[config.mk]
export PLATFORM = sky130hd
export DESIGN_NAME = load_slot
export DESIGN_NICKNAME = d
export VERILOG_FILES = /design/src/lsq_pkg.sv /design/src/load_slot.sv
export SDC_FILE = /design/constraint.sdc
export NUM_CORES = 2
export LEC_CHECK = 0
export BUFFER_PORTS_ARGS = -buffer_cell sky130_fd_sc_hd__buf_2
export CAP_MARGIN = 25
export CORE_AREA = 2 2 291 293
export DETAILED_ROUTE_END_ITERATION = 16
export DIE_AREA = 0 0 293 295
export SYNTH_ARGS = -nofsm -noshare
export SYNTH_HDL_FRONTEND = slang
export SYNTH_SLANG_ARGS = --single-unit
[constraint.sdc]
create_clock -name clock -period 8.7 [get_ports clock]
set_input_delay 0.435 -clock clock [delete_from_list [all_inputs] [get_ports clock]]
set_output_delay 0.435 -clock clock [all_outputs]
set_load 0.01 [all_outputs]
[src/lsq_pkg.sv]
/*
 * shared sizes, vector types and packed structs of the load/store queue.
 * every lsq module pulls these in with a wildcard import.
 */
package lsq_pkg;

    localparam int xlen     = 32;
    localparam int sq_size  = 8;
    localparam int num_ls   = 4;
    localparam int sq_idx_w = $clog2(sq_size);
    localparam int ls_idx_w = $clog2(num_ls);

    typedef logic [sq_idx_w-1:0] sq_idx_t;
    typedef logic [sq_idx_w:0]   sq_cnt_t;   // 0 .. sq_size stores
    typedef logic [sq_size-1:0]  sq_mask_t;
    typedef logic [ls_idx_w-1:0] ls_idx_t;
    typedef logic [xlen-1:0]     word_t;
    typedef logic [1:0]          mem_size_t; // byte, half, word

    typedef struct packed {
        logic    valid;
        logic    is_store;
        logic    is_load;
        ls_idx_t slot;
    } dispatch_t;

    // one execute lane; lane i carries the load of slot i
    typedef struct packed {
        logic      valid;
        logic      is_store;
        logic      is_load;
        ls_idx_t   slot;
        sq_idx_t   sq_pos;
        word_t     addr;
        mem_size_t size;
        word_t     value;
    } exec_t;

    typedef struct packed {
        logic      valid;
        logic      filled;
        word_t     addr;
        mem_size_t size;
        word_t     value;
    } sq_entry_t;

    typedef struct packed {
        sq_entry_t [sq_size-1:0] entries;
        sq_idx_t                 head;
        sq_idx_t                 tail;
    } sq_view_t;

    typedef struct packed {
        logic      valid;
        word_t     addr;
        mem_size_t size;
    } mem_req_t;

    typedef struct packed {
        logic      valid;
        word_t     addr;
        mem_size_t size;
        word_t     value;
    } mem_store_t;

    typedef struct packed {
        logic  done;
        word_t value;
    } load_result_t;

    typedef enum logic [2:0] {
        idle,
        wait_addr,
        search,
        wait_mem,
        done
    } slot_state_t;

endpackage

[src/load_slot.sv]
/*
 * one load entry. records its older stores at dispatch, then forwards from
 * the youngest matching one or asks the cache through the arbiter.
 */
module load_slot import lsq_pkg::*; (
    input  logic         clock,
    input  logic         rst,
    input  logic         squash,
    input  logic         alloc,
    input  exec_t        fill,
    input  sq_view_t     view,
    input  sq_mask_t     freed,
    input  logic         grant_resp,
    input  word_t        resp_value,
    output logic         req,
    output word_t        req_addr,
    output mem_size_t    req_size,
    output load_result_t result
);

    slot_state_t state;
    sq_mask_t    older;       // stores ahead of this load in program order
    sq_mask_t    live;
    sq_idx_t     cap_tail;
    word_t       ld_addr;
    mem_size_t   ld_size;
    word_t       ld_value;
    logic        addr_in;
    logic        stall;
    logic        hit;
    word_t       fwd_value;

    assign addr_in = fill.valid && fill.is_load;

    always_comb begin
        for (int i = 0; i < sq_size; i++) begin
            live[i] = view.entries[i].valid;
        end
    end

    ////////////////////////////////////////////////////////////////////
    // backward scan from the captured tail
    ////////////////////////////////////////////////////////////////////
    always_comb begin
        sq_idx_t pos;
        logic    stop;
        stall     = 1'b0;
        hit       = 1'b0;
        fwd_value = '0;
        stop      = 1'b0;
        pos       = cap_tail;
        for (int k = 0; k < sq_size; k++) begin
            pos = pos - 1'b1;
            if (!stop && older[pos]) begin
                if (!view.entries[pos].filled) begin
                    // address unknown yet, cannot look past it
                    stall = 1'b1;
                    stop  = 1'b1;
                end else if (view.entries[pos].addr == ld_addr &&
                             view.entries[pos].size == ld_size) begin
                    hit       = 1'b1;
                    fwd_value = view.entries[pos].value;
                    stop      = 1'b1;
                end
            end
        end
    end

    // slot FSM
    always_ff @(posedge clock) begin
        if (rst || squash) begin
            state <= idle;
            older <= '0;
        end else if (alloc) begin
            state <= wait_addr;
            older <= live & ~freed;
        end else begin
            older <= older & ~freed;
            case (state)
                wait_addr: if (addr_in) state <= search;
                search: begin
                    if (hit) begin
                        state <= done;
                    end else if (!stall) begin
                        state <= wait_mem;
                    end
                end
                wait_mem:  if (grant_resp) state <= done;
                done:      state <= idle;
                default:   state <= idle;
            endcase
        end
    end

    always_ff @(posedge clock) begin
        if (alloc) begin
            cap_tail <= view.tail;
        end
        if (state == wait_addr && addr_in) begin
            ld_addr <= fill.addr;
            ld_size <= fill.size;
        end
        if (state == search && hit) begin
            ld_value <= fwd_value;
        end else if (state == wait_mem && grant_resp) begin
            ld_value <= resp_value;
        end
    end

    assign req          = (state == wait_mem);
    assign req_addr     = ld_addr;
    assign req_size     = ld_size;
    assign result.done  = (state == done);
    assign result.value = ld_value;

endmodule

==> out/metrics.csv <==
stage;metric;value;unit
clocking;clockRootBuffer;clkbuf_16;
logic_synthesis;syn_area;29000;um2
critical_path;cp.arrival;7.73;ns
power;power_density;148;nW/um2
routing;ant_nets;0;
routing;vias;33436;
die;start_util;0.348;
logic_synthesis;ys_top_cells_by_count;418 x nand2_1, 414 x mux2i_1, 293 x mux4_2;
die;die_area;86400;um2
finish;drive_gt1_frac;0.328;
critical_path;crit_chain;buf_12 > ha_1 > xnor3_4 > mux2i_1 > xnor2_1 > nor4_1 > nand3_1 > nor3_1 > nor3_1 > and3_1 > nand2_2 > a31oi_2 > a21o_1 > buf_12;
timing;hold_viol;0;
run_status;status;complete, no violations;
place;dp_hpwl;143000;um
logic_synthesis;yosysWarningCount;0;
critical_path;max_stage_delay;0.88;ns
critical_path;path_max_fanout;140;
place;gp_congestion;1.07;
clocking;ctsLongestPathBuffers;2;
die;io_pins;737;
clocking;post_cts_buffers;0;
global_routing;grt_overflow;0;
critical_path;crit_path_end_kind;register;
clocking;ctsHtreeMaxLevel;3;
global_routing;first_global_vias;30019;
logic_synthesis;netlist_top_cells_area;mux4_2 23%, mux2i_1 14%, edfxtp_1 7.2%, xnor2_1 6.9%, nand2_1 5.4%;
clocking;insertion_delay;0.44;ns
clocking;clock-sinks;80;
clocking;ctsHoldBuffers;0;
logic_synthesis;yosysMostFrequentCell;nand2_1;
clocking;post_cts_resized;0;
timing;drv_slew;0;
logic_synthesis;postSynth.asyncResetShare;0;
hold_path;min_path_type;in2reg;
timing;tightest_slew;1.19;ns
logic_synthesis;synth_top_cell_by_area;mux4_2;
routing;wirelength;176000;um
die;chipHeight;295;um
timing;fin_setup_tns;0;ns
critical_path;worst-path-buf-inv;2;
logic_synthesis;syn_nets;4101;
logic_synthesis;synth.yosys.seq_area_share;0.0791;
timing;finalSetupViolCount;0;
routing;wire_per_inst;35.0;um
routing;drc;0;
finish;area.growth.synth_to_final;15.5;%
timing;timing.final.ws_setup;1.11;ns
critical_path;critPathRequiredTime;8.84;ns
timing;min_period_over_period;0.873;
timing;clock.fmax;132;MHz
routing;firstDrtPassIters;5;
place;pre_cts_slack;1.35;ns
place;port_buffers;695;
clocking;cts.clk_slew.worst_paths;0.10;ns
finish;nets;4588;
routing;drt_iter0_drc;4232;
clocking;numCtsBuffers;9;
global_routing;grt_pass1_wl;237000;um
critical_path;crit_type;reg2reg;
logic_synthesis;synth_edf_count;69;
logic_synthesis;synth_cells;3427;
logic_synthesis;synth_area_per_cell;8.45;um2
critical_path;worst_path_max_delay_cell;xnor3_4;
power;max-vdd-ir-drop;0.000158;V
routing;viasPerCell;6.65;
die;rows;106;
die;die_x;293;um
global_routing;grt_max_degree;221;
flow_run;cap_violations;0;
critical_path;start_kind;register;
die;core;83200;um2
global_routing;antenna_found_initial;35;
logic_synthesis;ys.flop_type;edfxtp_1;
critical_path;path_delay_family;simple AND/OR/NAND/NOR gates;
timing;period_needed;7.59;ns
global_routing;grt_usage;0.392;
power;p_leak;13.3;nW
logic_synthesis;ys_seq_elements;80;
clocking;tritoncts;built;
logic_synthesis;yosys.area.top_type_share;0.228;
timing;finalClockSkew;0.0273;ns
logic_synthesis;synth.distinct_cells;97;
timing;slew_headroom;0.205;
timing;rsz0062_at_grt;no;
==> sequential cells by signal, indices dropped and copies added, names as in the netlist <==
name / flops
req_addr: 32
ld_value: 32
req_size: 2
cap_tail: 3
older: 8
state: 3
==> cell usage in the layout, fill, tap and decap left out, drive strengths merged, types with 36 or more instances in the layout <==
master	count
nor4	48
mux2	129
nor2	273
o21ai	183
edfxtp	69
a211oi	49
nor3	81
nand4	50
a22oi	37
nand3	57
inv	37
mux2i	414
a21oi	259
nand2	419
o22ai	45
mux4	293
xnor2	229
buf	798
o211ai	36
==> metal layers <==
layer  global-route usage  wire length [um]
met5                    0               208
met4                0.246             13000
met1                0.492             67100
met3                0.103             19500
met2                0.598             76400
==> layout make-up <==
class,instances,area [um2]
flip-flops and latches,80,2290
repair buffers,798,4440
multi-input cells,2979,24800
clock inverters,7,53.8
clock buffers,9,225
inverters,46,180
well taps,1080,1350
diodes,31,77.6
fillers,8458,49700
==> kinds of logic after synthesis <==
kind of cell,count (synthesis),share of synthesized area
AO/OA/AOI/OAI,829,0.184
XOR/XNOR,236,0.0754
adder cells (fa/ha/maj),5,0.00216
buffers and inverters,368,0.0679
flip-flops,80,0.0791
multiplexers,836,0.421
AND/OR/NAND/NOR,1073,0.170
==> through the flow <==
stage / util / hold WS, ns / cells / cell area (um2) / power (W)
floorplan: - / 0.514 / 3427 / 29000 / 0.00301
global placement: 0.398 / 0.560 / 4982 / 33100 / 0.00436
detailed placement: 0.398 / 0.561 / 4982 / 33100 / 0.00434
CTS: 0.401 / 0.138 / 4998 / 33400 / 0.00481
global route: 0.402 / 0.155 / 5012 / 33400 / 0.00510
finish: 0.402 / 0.142 / 5030 / 33500 / 0.00495
==> final timing paths <==
kind	slack [ns]	cells after the start	from	endpoint
worst min-delay path	0.14	2	freed[4]	older[4]
worst max register to register	1.11	14	cap_tail[0]	ld_value[15]
worst max-delay path	1.11	14	cap_tail[0]	ld_value[15]
worst min register to register	0.57	2	state[2]	state[2]
==> where the power goes <==
| part | total [W] | leakage [nW] | internal (W) | switching (W) |
|---|---|---|---|---|
| Clock | 0.000462 | 0.136 | 0.000198 | 0.000264 |
| Combinational | 0.00405 | 12.5 | 0.00150 | 0.00256 |
| Sequential | 0.000431 | 0.713 | 0.000421 | 0.00000962 |
| Total | 0.00495 | 13.3 | 0.00212 | 0.00283 |
Note: power is estimated with default switching activity, not from simulation.
