`config.mk`:
```
export PLATFORM = sky130hd
export DESIGN_NAME = load_arbiter
export DESIGN_NICKNAME = d
export VERILOG_FILES = /design/src/lsq_pkg.sv /design/src/load_arbiter.sv
export SDC_FILE = /design/constraint.sdc
export NUM_CORES = 1
export LEC_CHECK = 0
export BUFFER_PORTS_ARGS = -buffer_cell sky130_fd_sc_hd__buf_2
export CORE_AREA = 2 2 96 98
export CTS_BUF_LIST = sky130_fd_sc_hd__clkbuf_4
export CTS_CLUSTER_DIAMETER = 100
export DETAILED_ROUTE_END_ITERATION = 8
export DIE_AREA = 0 0 98 100
export GPL_TIMING_DRIVEN = 0
export PLACE_DENSITY = 0.78
export SETUP_SLACK_MARGIN = 0.1
export SLEW_MARGIN = 0
export SYNTH_ARGS = -nofsm -noshare
export SYNTH_HDL_FRONTEND = slang
export SYNTH_SLANG_ARGS = --single-unit
```
`constraint.sdc`:
```
create_clock -name clock -period 7.2 [get_ports clock]
set_input_delay 1.8 -clock clock [delete_from_list [all_inputs] [get_ports clock]]
set_output_delay 1.8 -clock clock [all_outputs]
set_load 0.01 [all_outputs]
```
`src/lsq_pkg.sv`:
```
/*
 * shared sizes, vector types and packed structs of the load/store queue.
 * every lsq module pulls these in with a wildcard import.
 */
package lsq_pkg;

    localparam int xlen     = 32;
    localparam int sq_size  = 8;
    localparam int num_ls   = 4;
    localparam int sq_idx_w = $clog2(sq_size);
    localparam int ls_idx_w = $clog2(num_ls);

    typedef logic [sq_idx_w-1:0] sq_idx_t;
    typedef logic [sq_idx_w:0]   sq_cnt_t;   // 0 .. sq_size stores
    typedef logic [sq_size-1:0]  sq_mask_t;
    typedef logic [ls_idx_w-1:0] ls_idx_t;
    typedef logic [xlen-1:0]     word_t;
    typedef logic [1:0]          mem_size_t; // byte, half, word

    typedef struct packed {
        logic    valid;
        logic    is_store;
        logic    is_load;
        ls_idx_t slot;
    } dispatch_t;

    // one execute lane; lane i carries the load of slot i
    typedef struct packed {
        logic      valid;
        logic      is_store;
        logic      is_load;
        ls_idx_t   slot;
        sq_idx_t   sq_pos;
        word_t     addr;
        mem_size_t size;
        word_t     value;
    } exec_t;

    typedef struct packed {
        logic      valid;
        logic      filled;
        word_t     addr;
        mem_size_t size;
        word_t     value;
    } sq_entry_t;

    typedef struct packed {
        sq_entry_t [sq_size-1:0] entries;
        sq_idx_t                 head;
        sq_idx_t                 tail;
    } sq_view_t;

    typedef struct packed {
        logic      valid;
        word_t     addr;
        mem_size_t size;
    } mem_req_t;

    typedef struct packed {
        logic      valid;
        word_t     addr;
        mem_size_t size;
        word_t     value;
    } mem_store_t;

    typedef struct packed {
        logic  done;
        word_t value;
    } load_result_t;

    typedef enum logic [2:0] {
        idle,
        wait_addr,
        search,
        wait_mem,
        done
    } slot_state_t;

endpackage

```
`src/load_arbiter.sv`:
```
/*
 * fixed-priority cache port for the load slots, lowest slot first.
 * one load outstanding; the reply is steered back to its owner.
 */
module load_arbiter import lsq_pkg::*; (
    input  logic                   clock,
    input  logic                   rst,
    input  logic                   squash,
    input  logic [num_ls-1:0]      req,
    input  word_t [num_ls-1:0]     req_addr,
    input  mem_size_t [num_ls-1:0] req_size,
    input  logic                   load_resp_valid,
    input  word_t                  load_resp_value,
    output mem_req_t               mem_req,
    output logic [num_ls-1:0]      grant_resp,
    output word_t                  resp_value
);

    logic      busy;
    ls_idx_t   owner;
    ls_idx_t   pick;
    logic      any_req;
    word_t     out_addr;
    mem_size_t out_size;

    // priority encoder, the last hit of the downward loop wins
    always_comb begin
        pick    = '0;
        any_req = 1'b0;
        for (int i = num_ls - 1; i >= 0; i--) begin
            if (req[i]) begin
                pick    = ls_idx_t'(i);
                any_req = 1'b1;
            end
        end
    end

    always_ff @(posedge clock) begin
        if (rst || squash) begin
            busy  <= 1'b0;
            owner <= '0;
        end else if (!busy && any_req) begin
            busy  <= 1'b1;
            owner <= pick;
        end else if (busy && load_resp_valid) begin
            busy  <= 1'b0;
        end
    end

    always_ff @(posedge clock) begin
        if (!busy && any_req) begin
            out_addr <= req_addr[pick];
            out_size <= req_size[pick];
        end
    end

    always_comb begin
        grant_resp = '0;
        if (busy && load_resp_valid) begin
            grant_resp[owner] = 1'b1;
        end
    end

    assign mem_req.valid = busy;
    assign mem_req.addr  = out_addr;
    assign mem_req.size  = out_size;
    assign resp_value    = load_resp_value;

endmodule

```
==> results of run 1 <==
==> through the flow <==
step,power (mW),instances,setup slack (ns)
final,0.577,657,3.12
after floorplan,0.377,325,2.78
after CTS,0.586,657,3.12
after detailed placement,0.478,649,3.12
after global routing,0.611,657,3.03
after global placement,0.470,648,1.68
==> cell usage in the layout (no fill, tap or decap) <==
master / Yosys / final
a221o_1: 34 / 34
nor2_1: 44 / 43
dfxtp_1: 3 / 3
o311a_1: 1 / 1
inv_2: 26 / 26
o221a_1: 2 / 2
clkinv_1: 0 / 2
buf_1: 4 / 4
o22ai_1: 4 / 4
clkinv_2: 0 / 1
nand2_1: 35 / 35
edfxtp_1: 34 / 34
buf_16: 0 / 1
or3_1: 1 / 1
a21oi_1: 35 / 35
inv_1: 10 / 10
nand3_1: 1 / 1
buf_4: 33 / 33
clkbuf_1: 13 / 13
o22ai_2: 30 / 30
nor2_4: 0 / 1
clkbuf_4: 0 / 5
nor3_1: 2 / 2
buf_2: 7 / 219
or4b_4: 1 / 1
buf_6: 5 / 5
==> final timing paths <==
kind,startpoint,to,slack [ns],cells after the start
setup reg to reg,busy,out_addr[22],5.65,3
hold / removal,owner[1],owner[1],0.60,1
hold reg to reg,owner[1],owner[1],0.60,1
setup / recovery,load_resp_valid,grant_resp[1],3.12,4
==> registers in the layout, indices dropped and copies added (netlist names) <==
register,count
out_addr,32
busy,1
owner,2
out_size,2
==> routing by layer <==
layer / vias to the layer above / GRT usage (%) / part of all wire (%) / routed length [um]
li1: 1573 / - / - / -
met1: 1551 / 22.3 / 37 / 3880
met2: 172 / 38.8 / 54 / 5560
met3: 13 / 3.83 / 7.6 / 785
met4: 0 / 6.94 / 1.6 / 165
met5: - / 0 / 0 / 0
==> area by class of cell <==
| class | instances | area (um2) | area share (%) |
|---|---|---|---|
| multi-input cells | 190 | 1290 | 30.8 |
| repair buffers | 213 | 1090 | 26.0 |
| flip-flops and latches | 37 | 1080 | 25.8 |
| plain buffers | 62 | 403 | 9.63 |
| well taps | 111 | 139 | 3.32 |
| inverters | 36 | 135 | 3.23 |
| clock buffers | 5 | 37.5 | 0.897 |
| clock inverters | 3 | 12.5 | 0.299 |
==> Yosys cell counts, drive strengths merged <==
master and n:
o311a 1, dfxtp 3, nand3 1, buf 49, nor3 2, inv 36
clkbuf 13, a221o 34, o22ai 34, or4b 1, edfxtp 34, or3 1
o221a 2, nand2 35, nor2 44, a21oi 35
==> power by group <==
part           internal [mW]  total (mW)  switching, mW
combinational         0.0973       0.201          0.104
clock                 0.0354       0.106         0.0702
sequential             0.263       0.270        0.00654
==> logic make-up after synthesis <==
group	share of synthesized area, %
AO/OA/AOI/OAI	32.7
buffers and inverters	18.6
AND/OR/NAND/NOR	11.4
flip-flops	37.3
==> worst register-to-register path, cell delays in order (launching register included) <==
cell	delay [ns]
dfxtp_1	0.33
clkbuf_1	0.21
nor2_4	0.49
buf_16	0.23
==> impl_summary.txt, run 1 <==
----------------------------------------------------
[Run status]
  Outcome ... finished, final reports clean

[Finish]
  Area growth from synthesis to final layout ... 44.3%
  Fill cell total of the finished layout ... 877
  Fraction of layout cells with a size suffix above 1 ... 59.0%
  Antenna Cells ... 0
  Core utilization of the finished layout ... 47.1%
  Final design area excluding fillers ... 0.00418 mm2
  Final Net Count ... 721

[Clocking]
  Post-CTS sizing ... 0
  Clock latency of the later-clocked register in the worst-skew pair ... 0.33 ns
  Buffers from clock root to sink, at most ... 2
  Cts bufs inserted ... 5
  Count of clock tree sinks ... 37
  Buffer type at the clock tree root ... clkbuf_4
  Max H-tree Level ... 2
  Clock slew at reported path FFs ... 0.11 ns
  Hold_buf cts ... 0
  CTS tree ... done
  Setup repair bufs after CTS ... 0

[Logic synthesis]
  Mapped Area ... 0.00290 mm2
  Mean area per synthesized cell ... 8.92 um2
  Share of the synthesized area in the top cell type ... 35.2%
  Proportion of synthesized chip area in sequential cells ... 37.3%
  Leading cell types by total area after synthesis ... edfxtp_1, o22ai_2, a221o_1
  Distinct cell type count of the synthesized netlist ... 21
  Synthesized netlist net count ... 501
  Cell accounting for the most synthesized area ... edfxtp_1
  Count of state elements after synthesis ... 37
  Warning count from the yosys run ... 0
  Number of instances in the synthesized netlist ... 325

[Global route]
  First-pass GRT wire length ... 15900 um
  Maximum number of pins on one net before global-route repair ... 21
  Number of global-route vias before repair ... 3360
  Total overflow reported by the global router ... 0
  Initial antenna violation count ... 0
  Total Routing Usage GR ... 20.2%

[Floorplanning]
  Count of pins on the block boundary ... 247
  Die height ... 100 um
  Number of standard-cell rows in the floorplan ... 35
  Initial cell density of the core ... 32.6%
  Overall die area ... 0.00980 mm2
  Core region area ... 0.00889 mm2
  Chip width ... 98 um

[Timing]
  Sum of negative setup slack ... 0 ns
  Final clock skew ... 0.00755 ns
  Final number of max-transition violations ... 0
  Post-route clock period utilization ... 56.7%
  Post-layout minimum cycle time ... 4.08 ns
  Final Hold Fails ... 0
  Setup repair after global routing missed its margin ... false
  Relative max-transition margin ... 65.0%
  Worst-Margin Slew ... 0.524 ns
  Final Hold Slack ... 0.599 ns
  Upper clock frequency limit ... 245 MHz
  Setup violations, final ... 0

[Detailed routing]
  First-pass detailed-route iteration total ... 4
  Count of nets left with antenna violations after detail routing ... 0
  WL/cell ... 15.8 um
  Total wirelength of the detailed-routed design ... 10400 um
  Number of vias per cell ... 5.04
  Post-detailed-route DRC marker count ... 0
  Number of DRC violations after detailed-routing iteration 0 ... 111
  Total number of vias ... 3309

[Power]
  Leakage power total ... 2.09 nW
  Cell Pwr Density ... 138 mW/mm2
  Worst ir drop on vdd ... 0.0000614 V

[Critical path]
  Data arrival at the endpoint of the critical path ... 2.28 ns
  Critical path buffers and inverters ... 2
  Worst path max stage delay ... 0.16 ns
  Crit path cell chain ... buf_2 > nand2_1 > nor3_1 > buf_2
  Element type at the critical path start ... primary input
  Critical path peak fanout ... 3
  Gate family responsible for the most delay along the worst path ... buffers and inverters
  Worst setup path class ... primary input to output port
  Slowest cell on the critical path ... nor3_1
  CP Capture Type ... output port
  Required time of the critical path ... 5.40 ns
  Most frequent CP cell ... buf_2

[Placed design]
  Placement-stage cell area ... 0.00413 mm2
  Input/output buffers ... 212
  Gpl congestion ... 0.872
  Detail Placement HPWL ... 8440 um

[Job]
  Max-cap violation count ... 0

[Worst hold path]
  Class of the most critical hold timing path ... flop to flop

----------------------------------------------------
Power figures use the tool's default switching activity.
==> inputs of run 2 (changes only) <==
--- a/config.mk
+++ b/config.mk
@@ -5,6 +5,7 @@
 export SDC_FILE = /design/constraint.sdc
 export NUM_CORES = 1
 export LEC_CHECK = 0
+export ABC_AREA = 1
 export BUFFER_PORTS_ARGS = -buffer_cell sky130_fd_sc_hd__buf_2
 export CORE_AREA = 2 2 96 98
 export CTS_BUF_LIST = sky130_fd_sc_hd__clkbuf_4
@@ -12,7 +13,7 @@
 export DETAILED_ROUTE_END_ITERATION = 8
 export DIE_AREA = 0 0 98 100
 export GPL_TIMING_DRIVEN = 0
-export PLACE_DENSITY = 0.78
+export PLACE_DENSITY = 0.82
 export SETUP_SLACK_MARGIN = 0.1
 export SLEW_MARGIN = 0
 export SYNTH_ARGS = -nofsm -noshare
==> constraint.sdc (replaced) <==
create_clock -name clock -period 3.9 [get_ports clock]
set_input_delay 0.975 -clock clock [delete_from_list [all_inputs] [get_ports clock]]
set_output_delay 0.975 -clock clock [all_outputs]
set_load 0.01 [all_outputs]
==> impl_summary.txt, run 2 <==
----------------------------------------------------
[Run status]
  Outcome ... finished, final reports clean

[Job]
  Max-cap violation count ... 0

[Finish]
  Fill cell total of the finished layout ... 946
  Largest registers ... out_addr: 32 flops, out_size: 2 flops, owner: 2 flops
  Antenna Cells ... 0
  Commonest non-fill, non-tap cell in the layout ... buf_2
  Fraction of layout cells with a size suffix above 1 ... 38.9%
  Core utilization of the finished layout ... 50.2%
  Max reg flops ... 32
  Combined area of the multi-input logic cells ... 0.00118 mm2
  Register Area ... 0.00108 mm2
  Final Net Count ... 900
  Register containing the most flip-flops in the final layout ... out_addr
  Most used cells in the layout excluding fill and tap cells ... buf_2, inv_1, nand3_1
  Area growth from synthesis to final layout ... 39.3%

[Clocking]
  Clock latency of the later-clocked register in the worst-skew pair ... 0.35 ns
  Hold_buf cts ... 0
  CTS tree ... done
  Setup repair bufs after CTS ... 0
  Count of clock tree sinks ... 37
  Buffer type at the clock tree root ... clkbuf_4
  Buffers from clock root to sink, at most ... 2
  Cts bufs inserted ... 5
  Clock slew at reported path FFs ... 0.12 ns
  Post-CTS sizing ... 0
  Max H-tree Level ... 2

[Logic synthesis]
  Synthesized netlist net count ... 679
  Number of instances in the synthesized netlist ... 503
  Mean area per synthesized cell ... 6.37 um2
  Leading cell types by total area after synthesis ... edfxtp_1, nand3_1, inv_1
  Count of state elements after synthesis ... 37
  Most used standard cell by instance count after synthesis ... inv_1
  Distinct cell type count of the synthesized netlist ... 19
  Proportion of synthesized chip area in sequential cells ... 33.8%
  Synth top cells by count ... inv_1, nand3_1, nand2_1
  Primary flip-flop cell chosen by synthesis mapping ... edfxtp_1
  Warning count from the yosys run ... 0
  Share of the synthesized area in the top cell type ... 31.9%
  Async set or reset register ratio after synthesis ... 0%
  Number of enable-type register cells in the synthesized netlist ... 34
  Cell accounting for the most synthesized area ... edfxtp_1
  Mapped Area ... 0.00320 mm2

[Detailed routing]
  Total number of vias ... 3730
  Number of vias per cell ... 4.46
  First-pass detailed-route iteration total ... 4
  Number of DRC violations after detailed-routing iteration 0 ... 72
  Count of nets left with antenna violations after detail routing ... 0
  Total wirelength of the detailed-routed design ... 10400 um
  WL/cell ... 12.4 um
  Post-detailed-route DRC marker count ... 0

[Critical path]
  Element type at the critical path start ... primary input
  Crit path cell chain ... buf_2 > nand2_1 > nor3_1 > buf_2
  Reg2Reg Depth ... 3
  Worst setup path class ... primary input to output port
  Worst path max stage delay ... 0.17 ns
  Required time of the critical path ... 2.92 ns
  Most frequent CP cell ... buf_2
  Critical path peak fanout ... 5
  Data arrival at the endpoint of the critical path ... 1.48 ns
  CP Capture Type ... output port
  Slowest cell on the critical path ... nor3_1

[Worst hold path]
  Class of the most critical hold timing path ... flop to flop
  Worst hold path stage count ... 2

[Floorplanning]
  Die height ... 100 um
  Initial cell density of the core ... 36.0%
  Core region area ... 0.00889 mm2
  Chip width ... 98 um
  Number of standard-cell rows in the floorplan ... 35
  Count of pins on the block boundary ... 247
  Overall die area ... 0.00980 mm2

[Timing]
  Worst-Margin Slew ... 0.794 ns
  Final Hold Fails ... 0
  Post-layout minimum cycle time ... 2.45 ns
  Setup violations, final ... 0
  Post-route clock period utilization ... 62.9%
  Relative max-transition margin ... 47.0%
  Setup repair after global routing missed its margin ... false
  Final clock skew ... 0.0116 ns
  Final number of max-transition violations ... 0
  Sum of negative setup slack ... 0 ns
  Upper clock frequency limit ... 407 MHz

[Power]
  Switching portion of total power ... 33.5%
  Leakage power total ... 2.86 nW
  Sequential group share of total power ... 45.2%
  Power Internal ... 738 uW
  Logic pwr share ... 36.0%
  Cell Pwr Density ... 249 mW/mm2
  Clk network pwr share ... 18.7%
  Post-route total power ... 1.11 mW
  Worst ir drop on vdd ... 0.000111 V
  Power dissipated by switching net loads ... 372 uW

[Global route]
  Total overflow reported by the global router ... 0
  Initial antenna violation count ... 0
  Total Routing Usage GR ... 20.3%
  Number of global-route vias before repair ... 3502
  First-pass GRT wire length ... 15800 um
  Maximum number of pins on one net before global-route repair ... 35

[Placed design]
  Detail Placement HPWL ... 8290 um
  Gpl congestion ... 0.810
  Input/output buffers ... 214

----------------------------------------------------
run 2: cell count changes in the layout (fill, tap and decap cells not counted), sizes merged, moves of 2 or more:
cell    change
o22ai      -34
nor2       -40
a221o      -34
a21oi      -34
nand2      +77
nand3     +136
inv       +110
clkbuf      -8
o221a       -2
nor3        +2
buf         +7
run 2: routing by layer:
| layer | share of wire [%] | global-route usage, % | vias up |
|---|---|---|---|
| met1 | 39 | 23.1 | 1630 |
| met2 | 53 | 39.6 | 166 |
| met5 | 0 | 0 | - |
| met4 | 0.84 | 4.59 | 0 |
| li1 | - | - | 1928 |
| met3 | 7.1 | 3.20 | 6 |
run 2: worst paths after layout:
check                                startpoint  slack, ns            end
worst max-delay path            load_resp_valid       1.45  grant_resp[3]
worst min-delay path                   owner[1]       0.51       owner[1]
worst max register to register             busy       2.39    out_addr[4]
worst min register to register         owner[1]       0.51       owner[1]
run 2: per-stage QoR:
| stage | area [um2] | worst slack [ns] | std cells | hold WS [ns] |
|---|---|---|---|---|
| final | 4460 | 1.45 | 836 | 0.514 |
| after global routing | 4460 | 1.37 | 836 | 0.569 |
| after CTS | 4460 | 1.44 | 836 | 0.519 |
| after detailed placement | 4410 | 1.06 | 828 | 0.501 |
| after global placement | 4410 | 1.11 | 828 | 0.490 |
| after floorplan | 3200 | 1.59 | 503 | 0.467 |
run 2: cell type report:
type,count,area share [%]
Inverter,146,12.3
Timing Repair Buffer,214,24.0
Sequential cell,37,24.2
Tap cell,111,3.11
Clock inverter,3,0.280
Clock buffer,5,0.841
Buffer,60,8.92
Multi-Input combinational cell,260,26.4
run 2: worst max-delay path: cells and delay by family:
family                 cells  cell delay, ns
buffers and inverters      2            0.24
and+or+nand+nor            2            0.27
run 2: kinds of logic (layout without fill, tap and decap cells):
family / count (synthesis) / after routing / share of synthesized area, %
DFF: 37 / 37 / 33.8
AOI/OAI and AO/OA: 3 / 3 / 0.625
and+or+nand+nor: 257 / 257 / 36.1
buffers and inverters: 206 / 428 / 29.5
run 2: power by group through the flow:
stage | combinational, mW | sequential, mW | clock, mW
2_1_floorplan | 0.198 | 0.539 | 0
3_3_place_gp | 0.398 | 0.511 | 0
3_5_place_dp | 0.403 | 0.513 | 0
4_1_cts | 0.405 | 0.504 | 0.214
5_1_grt | 0.449 | 0.507 | 0.229
6_report | 0.400 | 0.502 | 0.208
